==> src/csr_pkg.sv <==
// CSR unit shared types
`default_nettype none

package csr_pkg;

    // Operation encoding follows funct3[1:0]
    typedef enum logic [1:0] {
        CSR_WRITE = 2'b01,
        CSR_SET   = 2'b10,
        CSR_CLEAR = 2'b11
    } csr_op_e;

    typedef enum logic [11:0] {
        CSR_MSTATUS    = 12'h300,
        CSR_MISA       = 12'h301,
        CSR_MIE        = 12'h304,
        CSR_MTVEC      = 12'h305,
        CSR_MSCRATCH   = 12'h340,
        CSR_MEPC       = 12'h341,
        CSR_MCAUSE     = 12'h342,
        CSR_MTVAL      = 12'h343,
        CSR_MIP        = 12'h344,
        CSR_MCYCLE     = 12'hB00,
        CSR_MINSTRET   = 12'hB02,
        CSR_MCYCLEH    = 12'hB80,
        CSR_MINSTRETH  = 12'hB82,
        CSR_CYCLE      = 12'hC00,   // User read-only shadows
        CSR_TIME       = 12'hC01,
        CSR_INSTRET    = 12'hC02,
        CSR_CYCLEH     = 12'hC80,
        CSR_TIMEH      = 12'hC81,
        CSR_INSTRETH   = 12'hC82,
        CSR_MVENDORID  = 12'hF11,
        CSR_MARCHID    = 12'hF12,
        CSR_MIMPID     = 12'hF13,
        CSR_MHARTID    = 12'hF14,
        CSR_MCONFIGPTR = 12'hF15
    } csr_addr_e;

    typedef enum logic [1:0] {
        PRIV_U = 2'd0,
        PRIV_M = 2'd3
    } priv_e;

    typedef enum logic [4:0] {
        EXC_INSTR_MISALIGNED = 5'd0,
        EXC_ILLEGAL_INSTR    = 5'd2,
        EXC_BREAKPOINT       = 5'd3,
        EXC_LOAD_MISALIGNED  = 5'd4,
        EXC_STORE_MISALIGNED = 5'd6,
        EXC_ECALL_U          = 5'd8,
        EXC_ECALL_M          = 5'd11
    } exc_code_e;

    typedef enum logic [4:0] {
        M_SW_INT  = 5'd3,
        M_TIM_INT = 5'd7,
        M_EXT_INT = 5'd11
    } irq_code_e;

    typedef struct packed {
        logic        read_en;
        logic        write_en;
        logic        killed;    // Instruction squashed in the pipeline
        csr_op_e     op;
        logic [11:0] addr;      // Raw address, may be unimplemented
        logic [31:0] wdata;
    } csr_req_t;

    // One-hot write target
    typedef struct packed {
        logic mach;
        logic cycle_lo;
        logic cycle_hi;
        logic instret_lo;
        logic instret_hi;
    } csr_wr_sel_t;

    typedef struct packed {
        csr_wr_sel_t sel;
        logic        valid;
        logic [31:0] data;      // Already merged with the mask
    } csr_wr_t;

    typedef struct packed {
        logic        raise_exception;
        logic        mret;
        logic        interrupt_ack;
        exc_code_e   exc_code;
        logic [31:0] pc;
        logic [31:0] instruction;
        logic        jump;
        logic [31:0] jump_target;
    } trap_req_t;

    localparam logic [31:0] MISA_VALUE = 32'h4000_0100;   // RV32I

    // mstatus field positions
    localparam int MSTATUS_MIE  = 3;
    localparam int MSTATUS_MPIE = 7;
    localparam int MSTATUS_MPP  = 11;

endpackage

`default_nettype wire

==> src/csr_access.sv <==
// CSR access decode and read mux
`timescale 1ns/1ps
`default_nettype none

module csr_access
    import csr_pkg::*;
#(
    parameter logic [31:0] HART_ID = 32'd0
) (
    input  csr_req_t    req_i,
    input  logic [31:0] mach_rdata_i,
    input  logic [63:0] mcycle_i,
    input  logic [63:0] minstret_i,
    input  logic [63:0] mtime_i,
    output csr_addr_e   mach_addr_o,
    output csr_wr_t     wr_o,
    output logic [31:0] rdata_o
);

    localparam logic [31:0] MASK_MSTATUS = 32'h007E_19AA;
    localparam logic [31:0] MASK_MISA    = 32'h3C00_0000;
    localparam logic [31:0] MASK_MIE     = 32'h0000_0888;
    localparam logic [31:0] MASK_ALIGN   = 32'hFFFF_FFFC;  // mtvec and mepc

    csr_addr_e   addr;
    logic [31:0] cur_val;
    logic [31:0] wmask;
    logic [31:0] op_val;
    csr_wr_sel_t sel;

    assign addr        = csr_addr_e'(req_i.addr);
    assign mach_addr_o = addr;

    // Current value, write mask and target per address
    always_comb begin
        cur_val = '0;
        wmask   = '0;
        sel     = '0;
        case (addr)
            CSR_MSTATUS: begin
                cur_val  = mach_rdata_i;
                wmask    = MASK_MSTATUS;
                sel.mach = 1'b1;
            end
            CSR_MISA: begin
                cur_val  = mach_rdata_i;
                wmask    = MASK_MISA;
                sel.mach = 1'b1;
            end
            CSR_MIE: begin
                cur_val  = mach_rdata_i;
                wmask    = MASK_MIE;
                sel.mach = 1'b1;
            end
            CSR_MTVEC, CSR_MEPC: begin
                cur_val  = mach_rdata_i;
                wmask    = MASK_ALIGN;
                sel.mach = 1'b1;
            end
            CSR_MSCRATCH, CSR_MCAUSE, CSR_MTVAL: begin
                cur_val  = mach_rdata_i;
                wmask    = '1;
                sel.mach = 1'b1;
            end
            CSR_MIP:     cur_val = mach_rdata_i;        // Follows irq_i only
            CSR_MCYCLE: begin
                cur_val      = mcycle_i[31:0];
                wmask        = '1;
                sel.cycle_lo = 1'b1;
            end
            CSR_MCYCLEH: begin
                cur_val      = mcycle_i[63:32];
                wmask        = '1;
                sel.cycle_hi = 1'b1;
            end
            CSR_MINSTRET: begin
                cur_val        = minstret_i[31:0];
                wmask          = '1;
                sel.instret_lo = 1'b1;
            end
            CSR_MINSTRETH: begin
                cur_val        = minstret_i[63:32];
                wmask          = '1;
                sel.instret_hi = 1'b1;
            end
            CSR_CYCLE:    cur_val = mcycle_i[31:0];
            CSR_CYCLEH:   cur_val = mcycle_i[63:32];
            CSR_INSTRET:  cur_val = minstret_i[31:0];
            CSR_INSTRETH: cur_val = minstret_i[63:32];
            CSR_TIME:     cur_val = mtime_i[31:0];
            CSR_TIMEH:    cur_val = mtime_i[63:32];
            CSR_MHARTID:  cur_val = HART_ID;
            CSR_MVENDORID, CSR_MARCHID, CSR_MIMPID, CSR_MCONFIGPTR: cur_val = '0;
            default: ;                                  // Unknown reads zero
        endcase
    end

    always_comb begin
        case (req_i.op)
            CSR_WRITE: op_val = req_i.wdata;
            CSR_SET:   op_val = cur_val | req_i.wdata;
            CSR_CLEAR: op_val = cur_val & ~req_i.wdata;
            default:   op_val = cur_val;                // Reserved encoding
        endcase
    end

    // Bits outside the mask keep their value
    assign wr_o.data  = (cur_val & ~wmask) | (op_val & wmask);
    assign wr_o.sel   = sel;
    assign wr_o.valid = req_i.write_en && !req_i.killed;

    assign rdata_o = (req_i.read_en && !req_i.killed) ? cur_val : '0;

endmodule

`default_nettype wire

==> src/csr_counters.sv <==
// Cycle and instret counters
`timescale 1ns/1ps
`default_nettype none

module csr_counters
    import csr_pkg::*;
(
    input  logic        clk,
    input  logic        reset,
    input  csr_wr_t     wr_i,
    input  logic        retire_i,
    output logic [63:0] mcycle_o,
    output logic [63:0] minstret_o
);

    // A written half overrides its own increment
    function automatic logic [63:0] next_count(
        input logic [63:0] cur,
        input logic        inc,
        input logic        wr_lo,
        input logic        wr_hi,
        input logic [31:0] data
    );
        logic [63:0] nxt;
        nxt = cur + {63'b0, inc};
        if (wr_lo) begin
            nxt[31:0] = data;
        end
        if (wr_hi) begin
            nxt[63:32] = data;
        end
        return nxt;
    endfunction

    always_ff @(posedge clk) begin
        if (reset) begin
            mcycle_o   <= '0;
            minstret_o <= '0;
        end else begin
            mcycle_o   <= next_count(mcycle_o, 1'b1, wr_i.valid && wr_i.sel.cycle_lo,
                                     wr_i.valid && wr_i.sel.cycle_hi, wr_i.data);
            minstret_o <= next_count(minstret_o, retire_i, wr_i.valid && wr_i.sel.instret_lo,
                                     wr_i.valid && wr_i.sel.instret_hi, wr_i.data);
        end
    end

endmodule

`default_nettype wire

==> src/csr_machine_regs.sv <==
// Machine trap registers
`timescale 1ns/1ps
`default_nettype none

module csr_machine_regs
    import csr_pkg::*;
#(
    parameter logic [31:0] MTVEC_RESET = 32'h0
) (
    input  logic        clk,
    input  logic        reset,
    input  csr_addr_e   addr_i,
    input  csr_wr_t     wr_i,
    input  trap_req_t   trap_i,
    input  logic [31:0] irq_i,
    output logic [31:0] rdata_o,
    output logic        interrupt_pending_o,
    output priv_e       privilege_o,
    output logic [31:0] mtvec_o,
    output logic [31:0] mepc_o
);

    logic [31:0] mstatus;
    logic [31:0] misa;
    logic [31:0] mie;
    logic [31:0] mtvec_q;
    logic [31:0] mscratch;
    logic [31:0] mepc_q;
    logic [31:0] mcause;
    logic [31:0] mtval;
    logic [31:0] mip;
    priv_e       privilege;

    logic [31:0] irq_active;
    logic        pending_next;
    irq_code_e   irq_next;
    irq_code_e   irq_code;     // Cause latched with pending

    assign privilege_o = privilege;
    assign mtvec_o     = mtvec_q;
    assign mepc_o      = mepc_q;

    // Interrupt ranking, external first
    assign irq_active = mie & mip;

    always_comb begin
        if (irq_active[M_EXT_INT]) begin
            irq_next = M_EXT_INT;
        end else if (irq_active[M_SW_INT]) begin
            irq_next = M_SW_INT;
        end else begin
            irq_next = M_TIM_INT;
        end
    end

    assign pending_next = mstatus[MSTATUS_MIE] && (irq_active != '0)
                          && !trap_i.interrupt_ack;

    always_ff @(posedge clk) begin
        if (reset) begin
            mip                 <= '0;
            interrupt_pending_o <= 1'b0;
        end else begin
            mip                 <= irq_i;           // One cycle sample
            interrupt_pending_o <= pending_next;
        end
    end

    always_ff @(posedge clk) begin
        if (pending_next) begin
            irq_code <= irq_next;
        end
    end

    // Priority is mret, trap entry, then CSR write
    always_ff @(posedge clk) begin
        if (reset) begin
            mstatus   <= '0;
            misa      <= MISA_VALUE;
            mie       <= '0;
            mtvec_q   <= MTVEC_RESET;
            mscratch  <= '0;
            mepc_q    <= '0;
            mcause    <= '0;
            mtval     <= '0;
            privilege <= PRIV_M;
        end else if (trap_i.mret) begin
            mstatus[MSTATUS_MIE] <= mstatus[MSTATUS_MPIE];
            privilege            <= priv_e'(mstatus[MSTATUS_MPP +: 2]);
        end else if (trap_i.raise_exception || trap_i.interrupt_ack) begin
            mstatus[MSTATUS_MPP +: 2] <= privilege;
            mstatus[MSTATUS_MPIE]     <= mstatus[MSTATUS_MIE];
            mstatus[MSTATUS_MIE]      <= 1'b0;
            privilege                 <= PRIV_M;
            if (trap_i.raise_exception) begin
                mcause <= {1'b0, 26'b0, trap_i.exc_code};
                // Return past the faulting instruction unless it is ecall M or ebreak
                if (trap_i.exc_code == EXC_ECALL_M || trap_i.exc_code == EXC_BREAKPOINT) begin
                    mepc_q <= trap_i.pc;
                end else begin
                    mepc_q <= trap_i.pc + 32'd4;
                end
                mtval <= (trap_i.exc_code == EXC_ILLEGAL_INSTR) ? trap_i.instruction
                                                                : trap_i.pc;
            end else begin
                mcause <= {1'b1, 26'b0, irq_code};
                mepc_q <= trap_i.jump ? trap_i.jump_target : trap_i.pc;
            end
        end else if (wr_i.valid && wr_i.sel.mach) begin
            case (addr_i)
                CSR_MSTATUS:  mstatus  <= wr_i.data;
                CSR_MISA:     misa     <= wr_i.data;
                CSR_MIE:      mie      <= wr_i.data;
                CSR_MTVEC:    mtvec_q  <= wr_i.data;
                CSR_MSCRATCH: mscratch <= wr_i.data;
                CSR_MEPC:     mepc_q   <= wr_i.data;
                CSR_MCAUSE:   mcause   <= wr_i.data;
                CSR_MTVAL:    mtval    <= wr_i.data;
                default: ;
            endcase
        end
    end

    always_comb begin
        case (addr_i)
            CSR_MSTATUS:  rdata_o = mstatus;
            CSR_MISA:     rdata_o = misa;
            CSR_MIE:      rdata_o = mie;
            CSR_MTVEC:    rdata_o = mtvec_q;
            CSR_MSCRATCH: rdata_o = mscratch;
            CSR_MEPC:     rdata_o = mepc_q;
            CSR_MCAUSE:   rdata_o = mcause;
            CSR_MTVAL:    rdata_o = mtval;
            CSR_MIP:      rdata_o = mip;
            default:      rdata_o = '0;
        endcase
    end

endmodule

`default_nettype wire

==> src/csr_unit.sv <==
// Machine-mode CSR unit
`timescale 1ns/1ps
`default_nettype none

module csr_unit
    import csr_pkg::*;
#(
    parameter logic [31:0] HART_ID     = 32'd0,
    parameter logic [31:0] MTVEC_RESET = 32'h0
) (
    input  logic        clk,
    input  logic        reset,
    input  csr_req_t    req_i,
    input  trap_req_t   trap_i,
    input  logic [31:0] irq_i,          // Level per interrupt line
    input  logic [63:0] mtime_i,
    input  logic        retire_i,
    output logic [31:0] rdata_o,
    output logic        interrupt_pending_o,
    output priv_e       privilege_o,
    output logic [31:0] mtvec_o,
    output logic [31:0] mepc_o
);

    csr_addr_e   mach_addr;
    csr_wr_t     wr;
    logic [31:0] mach_rdata;
    logic [63:0] mcycle;
    logic [63:0] minstret;

    csr_access #(
        .HART_ID(HART_ID)
    ) u_access (
        .req_i       (req_i),
        .mach_rdata_i(mach_rdata),
        .mcycle_i    (mcycle),
        .minstret_i  (minstret),
        .mtime_i     (mtime_i),
        .mach_addr_o (mach_addr),
        .wr_o        (wr),
        .rdata_o     (rdata_o)
    );

    csr_machine_regs #(
        .MTVEC_RESET(MTVEC_RESET)
    ) u_machine_regs (
        .clk                (clk),
        .reset              (reset),
        .addr_i             (mach_addr),
        .wr_i               (wr),
        .trap_i             (trap_i),
        .irq_i              (irq_i),
        .rdata_o            (mach_rdata),
        .interrupt_pending_o(interrupt_pending_o),
        .privilege_o        (privilege_o),
        .mtvec_o            (mtvec_o),
        .mepc_o             (mepc_o)
    );

    csr_counters u_counters (
        .clk       (clk),
        .reset     (reset),
        .wr_i      (wr),
        .retire_i  (retire_i),
        .mcycle_o  (mcycle),
        .minstret_o(minstret)
    );

endmodule

`default_nettype wire

==> config.mk <==
export PLATFORM = sky130hd
export DESIGN_NAME = csr_unit
export DESIGN_NICKNAME = d
export VERILOG_FILES = /design/src/csr_pkg.sv /design/src/csr_access.sv /design/src/csr_counters.sv /design/src/csr_machine_regs.sv /design/src/csr_unit.sv
export SDC_FILE = /design/constraint.sdc
export NUM_CORES = 1
export LEC_CHECK = 0
export BUFFER_PORTS_ARGS = -buffer_cell sky130_fd_sc_hd__buf_2
export CORE_ASPECT_RATIO = 1.1
export CORE_UTILIZATION = 40
export CTS_CLUSTER_DIAMETER = 80
export DETAILED_ROUTE_END_ITERATION = 8
export GPL_ROUTABILITY_DRIVEN = 0
export GPL_TIMING_DRIVEN = 0
export HOLD_SLACK_MARGIN = 0.08
export MAX_ROUTING_LAYER = met4
export REMOVE_ABC_BUFFERS = 1
export SYNTH_ARGS = -nofsm -noshare
export SYNTH_HDL_FRONTEND = slang
export SYNTH_HIERARCHICAL = 1
export SYNTH_SLANG_ARGS = --single-unit
==> constraint.sdc <==
create_clock -name clk -period 4.31 [get_ports clk]
set_clock_uncertainty 0.05 [all_clocks]
set_input_delay 0.431 -clock clk [delete_from_list [all_inputs] [get_ports clk]]
set_output_delay 0.431 -clock clk [all_outputs]
set_load 0.01 [all_outputs]
======== Word-level counts from Yosys, hierarchy flattened ========
Index checks and enable logic that the tools add are counted.
operators by class
  mux-type cells .......................... 38
  eq/ne operators ......................... 26
  add/sub/neg operators ................... 3
  reductions and logical operators ........ 40
  bitwise logic cells ..................... 10
operators by type and width
  kind                                             number
  2-to-1 mux 32 bit                                20
  one-hot mux 32 bit (9 select lines)              1
  one-hot mux 32 bit (7 select lines)              1
  one-hot mux 32 bit (5 select lines)              1
  bitwise AND 32 bit                               4
  == test 12 bit, second input constant            10
  == test 12 x 10 -> 1 bit, second input constant  9
  one-hot mux 32 bit (3 select lines)              1
  adder 64 x 1 -> 64 bit                           1
  adder 64 x 1 -> 64 bit, second input constant    1
  inverter 32 bit                                  2
  bitwise OR 32 bit                                2
  adder 32 x 3 -> 32 bit, second input constant    1
  nonzero test 32 bit                              1
  2-to-1 mux 13 bit                                2
  AND reduction 4 bit                              6
  nonzero test 2 bit                               6
  == test 5 x 2 -> 1 bit, second input constant    2
  OR reduction 2 bit                               5
  logical AND 1 bit                                9
  AND reduction 3 bit                              3
  OR reduction 9 bit                               1
  2-to-1 mux 1 bit                                 8
  OR reduction 8 bit                               1
  12 further kinds                                 19
storage, ports and cells
  register bits after elaboration ......... 424
  input bits .............................. 253

======== Depth between registers and ports, before layout ========
  word-level depth ........................ 11
  gate-level depth with buffers ........... 18
  mapped depth without buffers ............ 13

======== Hierarchy ========
Netlist, hierarchy kept.
by module, submodules not included
  module            area each (µm²)  cells an instance  sequential area each (µm²)  times used
  csr_machine_regs  14729.1          1848               5885.6                      1
  csr_counters      6985.4           837                2562.5                      1
  csr_access        3425.8           446                0.0                         1

======== Worst setup path before layout ========
Ideal clock, no wire load.
  path kind ............................... input to register
  start point ............................. input port req_i[42] in the netlist's numbering
  end point ............................... register u_machine_regs.mepc_q[4], in the netlist u_machine_regs/mepc_o[4]
  data required time ...................... 4.190 ns
  buffers on the path ..................... 4
  cell stages on the path ................. 16
  data arrival time ....................... 3.850 ns
  slack ................................... 0.339 ns
  cell sequence ........................... buf_4 nand4bb_1 or2_2 clkbuf_1 nor4_1 clkbuf_1 a222oi_1 nand2_1 o2111a_1 a211oi_1 or3_1 a22oi_1 buf_4 a211oi_1 a211o_1 a21oi_1
RTL lines
  element               RTL line                 RTL
  start, declared       csr_unit.sv:13           input csr_req_t req_i,
  end signal, assigned  csr_machine_regs.sv:99   mepc_q <= trap_i.pc;
  end signal, assigned  csr_machine_regs.sv:101  mepc_q <= trap_i.pc + 32'd4;
  end signal, assigned  csr_machine_regs.sv:107  mepc_q <= trap_i.jump ? trap_i.jump_target : trap_i.pc;
  end, declared         csr_machine_regs.sv:28   logic [31:0] mepc_q;

======== Final worst setup path ========
  start point ............................. input port trap_i[104] in the netlist's numbering
  end point ............................... register u_machine_regs.mtval[1]
on the way
  longest elaborated chain between the ends .. 3
  elaborated cells between the ends (all ways) .. 6
ends and longest elaborated chain
  element                                                               RTL line                 RTL
  start, declared                                                       csr_unit.sv:14           input trap_req_t trap_i,
  logical OR 1 bit                                                      csr_machine_regs.sv:90   end else if (trap_i.raise_exception || trap_i.interrupt_ack) begin
  != test 2 bit (no line) / nonzero test 2 bit (equally long branches)  --
  AND reduction 4 bit (no line)                                         --
  end signal, assigned                                                  csr_machine_regs.sv:103  mtval <= (trap_i.exc_code == EXC_ILLEGAL_INSTR) ? trap_i.instruction
  end signal, assigned                                                  csr_machine_regs.sv:118  CSR_MTVAL: mtval <= wr_i.data;
  end, declared                                                         csr_machine_regs.sv:30   logic [31:0] mtval;
Parallel ways exist; a longest one is shown, timed or not.
A chain may end at the register's enable or synchronous reset.

==> impl_metrics.sql <==
INSERT INTO impl_metrics (metric_group, metric, value, unit) VALUES
('power_and_ir_drop', 'p_switching', '2.454', 'mW'),
('outcome', 'status', 'complete, but fails checks', ''),
('clock_tree', 'number_of_buffers_created_by_cts', '47', ''),
('critical_path', 'critical-path-top-delay-family', 'buffers and inverters', ''),
('sta', 'achievable-frequency', '228.8', 'MHz'),
('power_and_ir_drop', 'leakage_component_of_the_power', '11.36', 'nW'),
('power_and_ir_drop', 'ir_worst_vdd', '0.0002939', 'V'),
('layout', 'drive_above_1_share', '0.2146', ''),
('worst_hold_path', 'worst_hold_path_type', 'primary input to flop', ''),
('power_and_ir_drop', 'p_seq_frac', '0.432', ''),
('yosys', 'post_synthesis_cell_type_count', '98', ''),
('route', 'drt_pass1_iterations', '9', ''),
('clock_tree', 'clock_sinks', '421', ''),
('sta', 'fin_ws', '-0.06040', 'ns'),
('floorplan', 'dieArea', '63860', 'um2'),
('layout', 'final_cell_count_no_fill', '4224', ''),
('global_routing', 'first_global_vias', '24026', ''),
('place', 'detailed_place.area', '27750', 'um2'),
('route', 'detailroute.via_count', '26597', ''),
('layout', 'total_non_filler_cell_area_in_the_finished_layout', '30180', 'um2'),
('layout', 'fillers', '6154', ''),
('place', 'dpl.hpwl', '78670', 'um'),
('layout', 'layout-area-overhead-vs-synth', '20.06', '%'),
('clock_tree', 'clk_root_buffer_cell', 'sky130_fd_sc_hd__clkbuf_16', ''),
('yosys', 'syn_area', '25140', 'um2'),
('sta', 'final_hold_viol_count', '0', ''),
('critical_path', 'crit_buf_inv', '3', ''),
('yosys', 'post_synth_most_frequent_cells', '526 x sky130_fd_sc_hd__nand2_1, 419 x sky130_fd_sc_hd__dfxtp_1, 282 x sky130_fd_sc_hd__a21oi_1', ''),
('yosys', 'synth_largest_type_area_fraction', '0.3336', ''),
('floorplan', 'placementRows', '96', ''),
('sta', 'setup_tns_final', '-0.1300', 'ns'),
('worst_hold_path', 'hold_depth', '3', ''),
('route', 'ant_nets', '0', ''),
('floorplan', 'initial_core_utilization', '0.4041', ''),
('critical_path', 'arrival', '4.87', 'ns'),
('power_and_ir_drop', 'total_power', '9.316', 'mW'),
('critical_path', 'critical_path.slowest_cell', 'sky130_fd_sc_hd__nor2_1', ''),
('clock_tree', 'clk-insertion-delay-late', '0.64', 'ns'),
('yosys', 'synth-edff-count', '2', ''),
('critical_path', 'rr_worst_depth', '8', ''),
('clock_tree', 'clk_path_buf_depth', '3', ''),
('power_and_ir_drop', 'p_int', '6.862', 'mW'),
('route', 'routed_wire_length_per_instance', '26.67', 'um'),
('clock_tree', 'cts_tree', 'built', ''),
('job', 'cap_violations', '0', ''),
('global_routing', 'wire_length_of_the_first_global_routing_pass', '161900', 'um'),
('floorplan', 'core_area', '62220', 'um2'),
('global_routing', 'maximum_number_of_pins_on_one_net_before_global_route_repair', '143', ''),
('critical_path', 'worstPathCellList', 'buf_2 > clkinv_1 > nor2_1 > a41oi_4 > buf_12 > a211o_1 > a21oi_1', ''),
('clock_tree', 'cts.htree.levels', '2', ''),
('route', 'drt-vias-per-instance', '6.297', ''),
('clock_tree', 'clkTransAtPathRegs', '0.06', 'ns'),
('sta', 'slew_at_the_pin_closest_to_its_max_slew_limit', '1.436', 'ns'),
('route', 'drt_iter0_drc', '3963', ''),
('yosys', 'leading_post_synthesis_cells_by_cell_area', 'sky130_fd_sc_hd__dfxtp_1 33%, sky130_fd_sc_hd__nand2_1 7.9%, sky130_fd_sc_hd__a21oi_1 5.6%, sky130_fd_sc_hd__mux2i_1 4.8%, sky130_fd_sc_hd__nor2_1 3.9%', ''),
('outcome', 'violated_checks', 'design-rule violations, negative setup slack', ''),
('yosys', 'postSynthCellCount', '3131', ''),
('route', 'drt_drc_violations_left', '6', ''),
('sta', 'fin_crit_sh', '1.014', ''),
('yosys', 'post-synth-top-count-cell', 'sky130_fd_sc_hd__nand2_1', ''),
('yosys', 'synth_sequential_area_ratio', '0.3360', ''),
('yosys', 'ys.warnings.count', '6', ''),
('power_and_ir_drop', 'switching_share', '0.2634', ''),
('floorplan', 'die_height', '264.9', 'um'),
('power_and_ir_drop', 'combPwrFrac', '0.097', ''),
('yosys', 'netlist.top_cell.by_area', 'sky130_fd_sc_hd__dfxtp_1', ''),
('critical_path', 'worst_ep_required_time', '4.81', 'ns'),
('global_routing', 'grt_util_all_layers', '0.3514', ''),
('yosys', 'ys.flop_type', 'sky130_fd_sc_hd__dfxtp_1', ''),
('sta', 'finalSetupViolCount', '8', ''),
('sta', 'final.min_clock_period', '4.370', 'ns');
[logic make-up (layout without fill, tap and decap cells)]
family,after synthesis,after routing,share of synthesized area
AOI/OAI and AO/OA,828,828,0.2382
xor gates and xnor gates,129,129,0.04494
DFF,421,421,0.3360
and+or+nand+nor,1242,1243,0.2385
muxes,183,183,0.08132
other,0,3,0
adders and majority gates,4,4,0.001991
buffers and inverters,324,580,0.05893
[state kept, by name, summed over array words and instances (netlist names)]
| name | flops |
|---|---|
| u_machine_regs/mip | 32 |
| u_counters/minstret_o | 64 |
| u_machine_regs/mtval | 32 |
| u_machine_regs/mstatus | 32 |
| u_machine_regs/privilege_o | 2 |
| u_machine_regs/mscratch | 32 |
| u_counters/mcycle_o | 64 |
| u_machine_regs/mie | 32 |
| u_machine_regs/interrupt_pending_o | 1 |
| u_machine_regs/mepc_o | 32 |
| u_machine_regs/misa | 32 |
| u_machine_regs/irq_code | 2 |
| u_machine_regs/mtvec_o | 32 |
| u_machine_regs/mcause | 32 |
[cell usage in the layout (no fill, tap or decap), types with 32 or more instances in the layout]
cell / n
sky130_fd_sc_hd__xor2_1: 50
sky130_fd_sc_hd__xnor2_1: 79
sky130_fd_sc_hd__a222oi_1: 64
sky130_fd_sc_hd__buf_4: 37
sky130_fd_sc_hd__a211oi_1: 116
sky130_fd_sc_hd__nand2_1: 521
sky130_fd_sc_hd__dfxtp_1: 419
sky130_fd_sc_hd__mux2_2: 50
sky130_fd_sc_hd__nand3_1: 113
sky130_fd_sc_hd__a21oi_1: 277
sky130_fd_sc_hd__nor3_1: 43
sky130_fd_sc_hd__buf_2: 347
sky130_fd_sc_hd__mux2i_1: 121
sky130_fd_sc_hd__o21ai_0: 42
sky130_fd_sc_hd__nand4_1: 47
sky130_fd_sc_hd__a211o_1: 40
sky130_fd_sc_hd__nor2b_1: 51
sky130_fd_sc_hd__dlygate4sd3_1: 32
sky130_fd_sc_hd__clkbuf_16: 47
sky130_fd_sc_hd__a22o_1: 67
sky130_fd_sc_hd__nor2_1: 255
[cell type report]
cell class | count | area [um2] | share of cell area
flip-flops and latches | 421 | 8448 | 0.2799
inverters | 29 | 108.9 | 0.003607
diodes | 3 | 7.507 | 0.0002487
multi-input cells | 2387 | 15630 | 0.5180
clock buffers | 63 | 1346 | 0.04460
well taps | 833 | 1042 | 0.03453
repair buffers | 464 | 3261 | 0.1080
clock inverters | 24 | 335.3 | 0.01111
[worst paths after layout]
| path | from | to | slack, ns |
|---|---|---|---|
| min | trap_i[100] | u_machine_regs/mcause[3] | 0.14 |
| min reg2reg | u_machine_regs/misa[15] | u_machine_regs/misa[15] | 0.40 |
| max reg2reg | u_counters/minstret_o[0] | u_counters/minstret_o[48] | 0.78 |
| max | trap_i[104] | u_machine_regs/mtval[1] | -0.06 |
[power by group through the flow]
stage / Clock [mW] / Sequential [mW] / Combinational, mW
6_report: 4.39 / 4.03 / 0.903
2_1_floorplan: 0 / 4.08 / 0.327
3_3_place_gp: 0 / 4.11 / 0.808
4_1_cts: 4.41 / 4.02 / 0.880
3_5_place_dp: 0 / 4.11 / 0.846
5_1_grt: 4.57 / 4.03 / 0.950
[routing by layer]
layer / vias to the layer above / share of wire / GRT usage
li1: 11890 / - / -
met1: 12771 / 0.40 / 0.4599
met2: 1648 / 0.44 / 0.5130
met3: 288 / 0.11 / 0.06727
met4: 0 / 0.054 / 0.1762
met5: - / 0 / -
[repair_timing]
action / in CTS / in global routing
hold buffers: 32 / 0
endpoints found under the hold margin: 32 / 0
resized for setup: 24 / 9
pin swaps: 6 / 6
gates cloned: 1 / 0
endpoints found under the setup margin: 370 / 30
buffers inserted: 16 / 8
[worst min-delay path, stage by stage]
cell                       delay, ns
sky130_fd_sc_hd__buf_2          0.11
sky130_fd_sc_hd__o211ai_1       0.08
sky130_fd_sc_hd__a21oi_1        0.14
[stage by stage]
stage,hold slack (ns),util
global placement,0.3856,0.4270
global route,0.1405,0.4851
floorplan,0.3723,-
detailed placement,0.3916,0.4461
finish,0.1423,0.4851
CTS,0.1051,0.4830
Note: power is estimated with default switching activity, not from simulation.
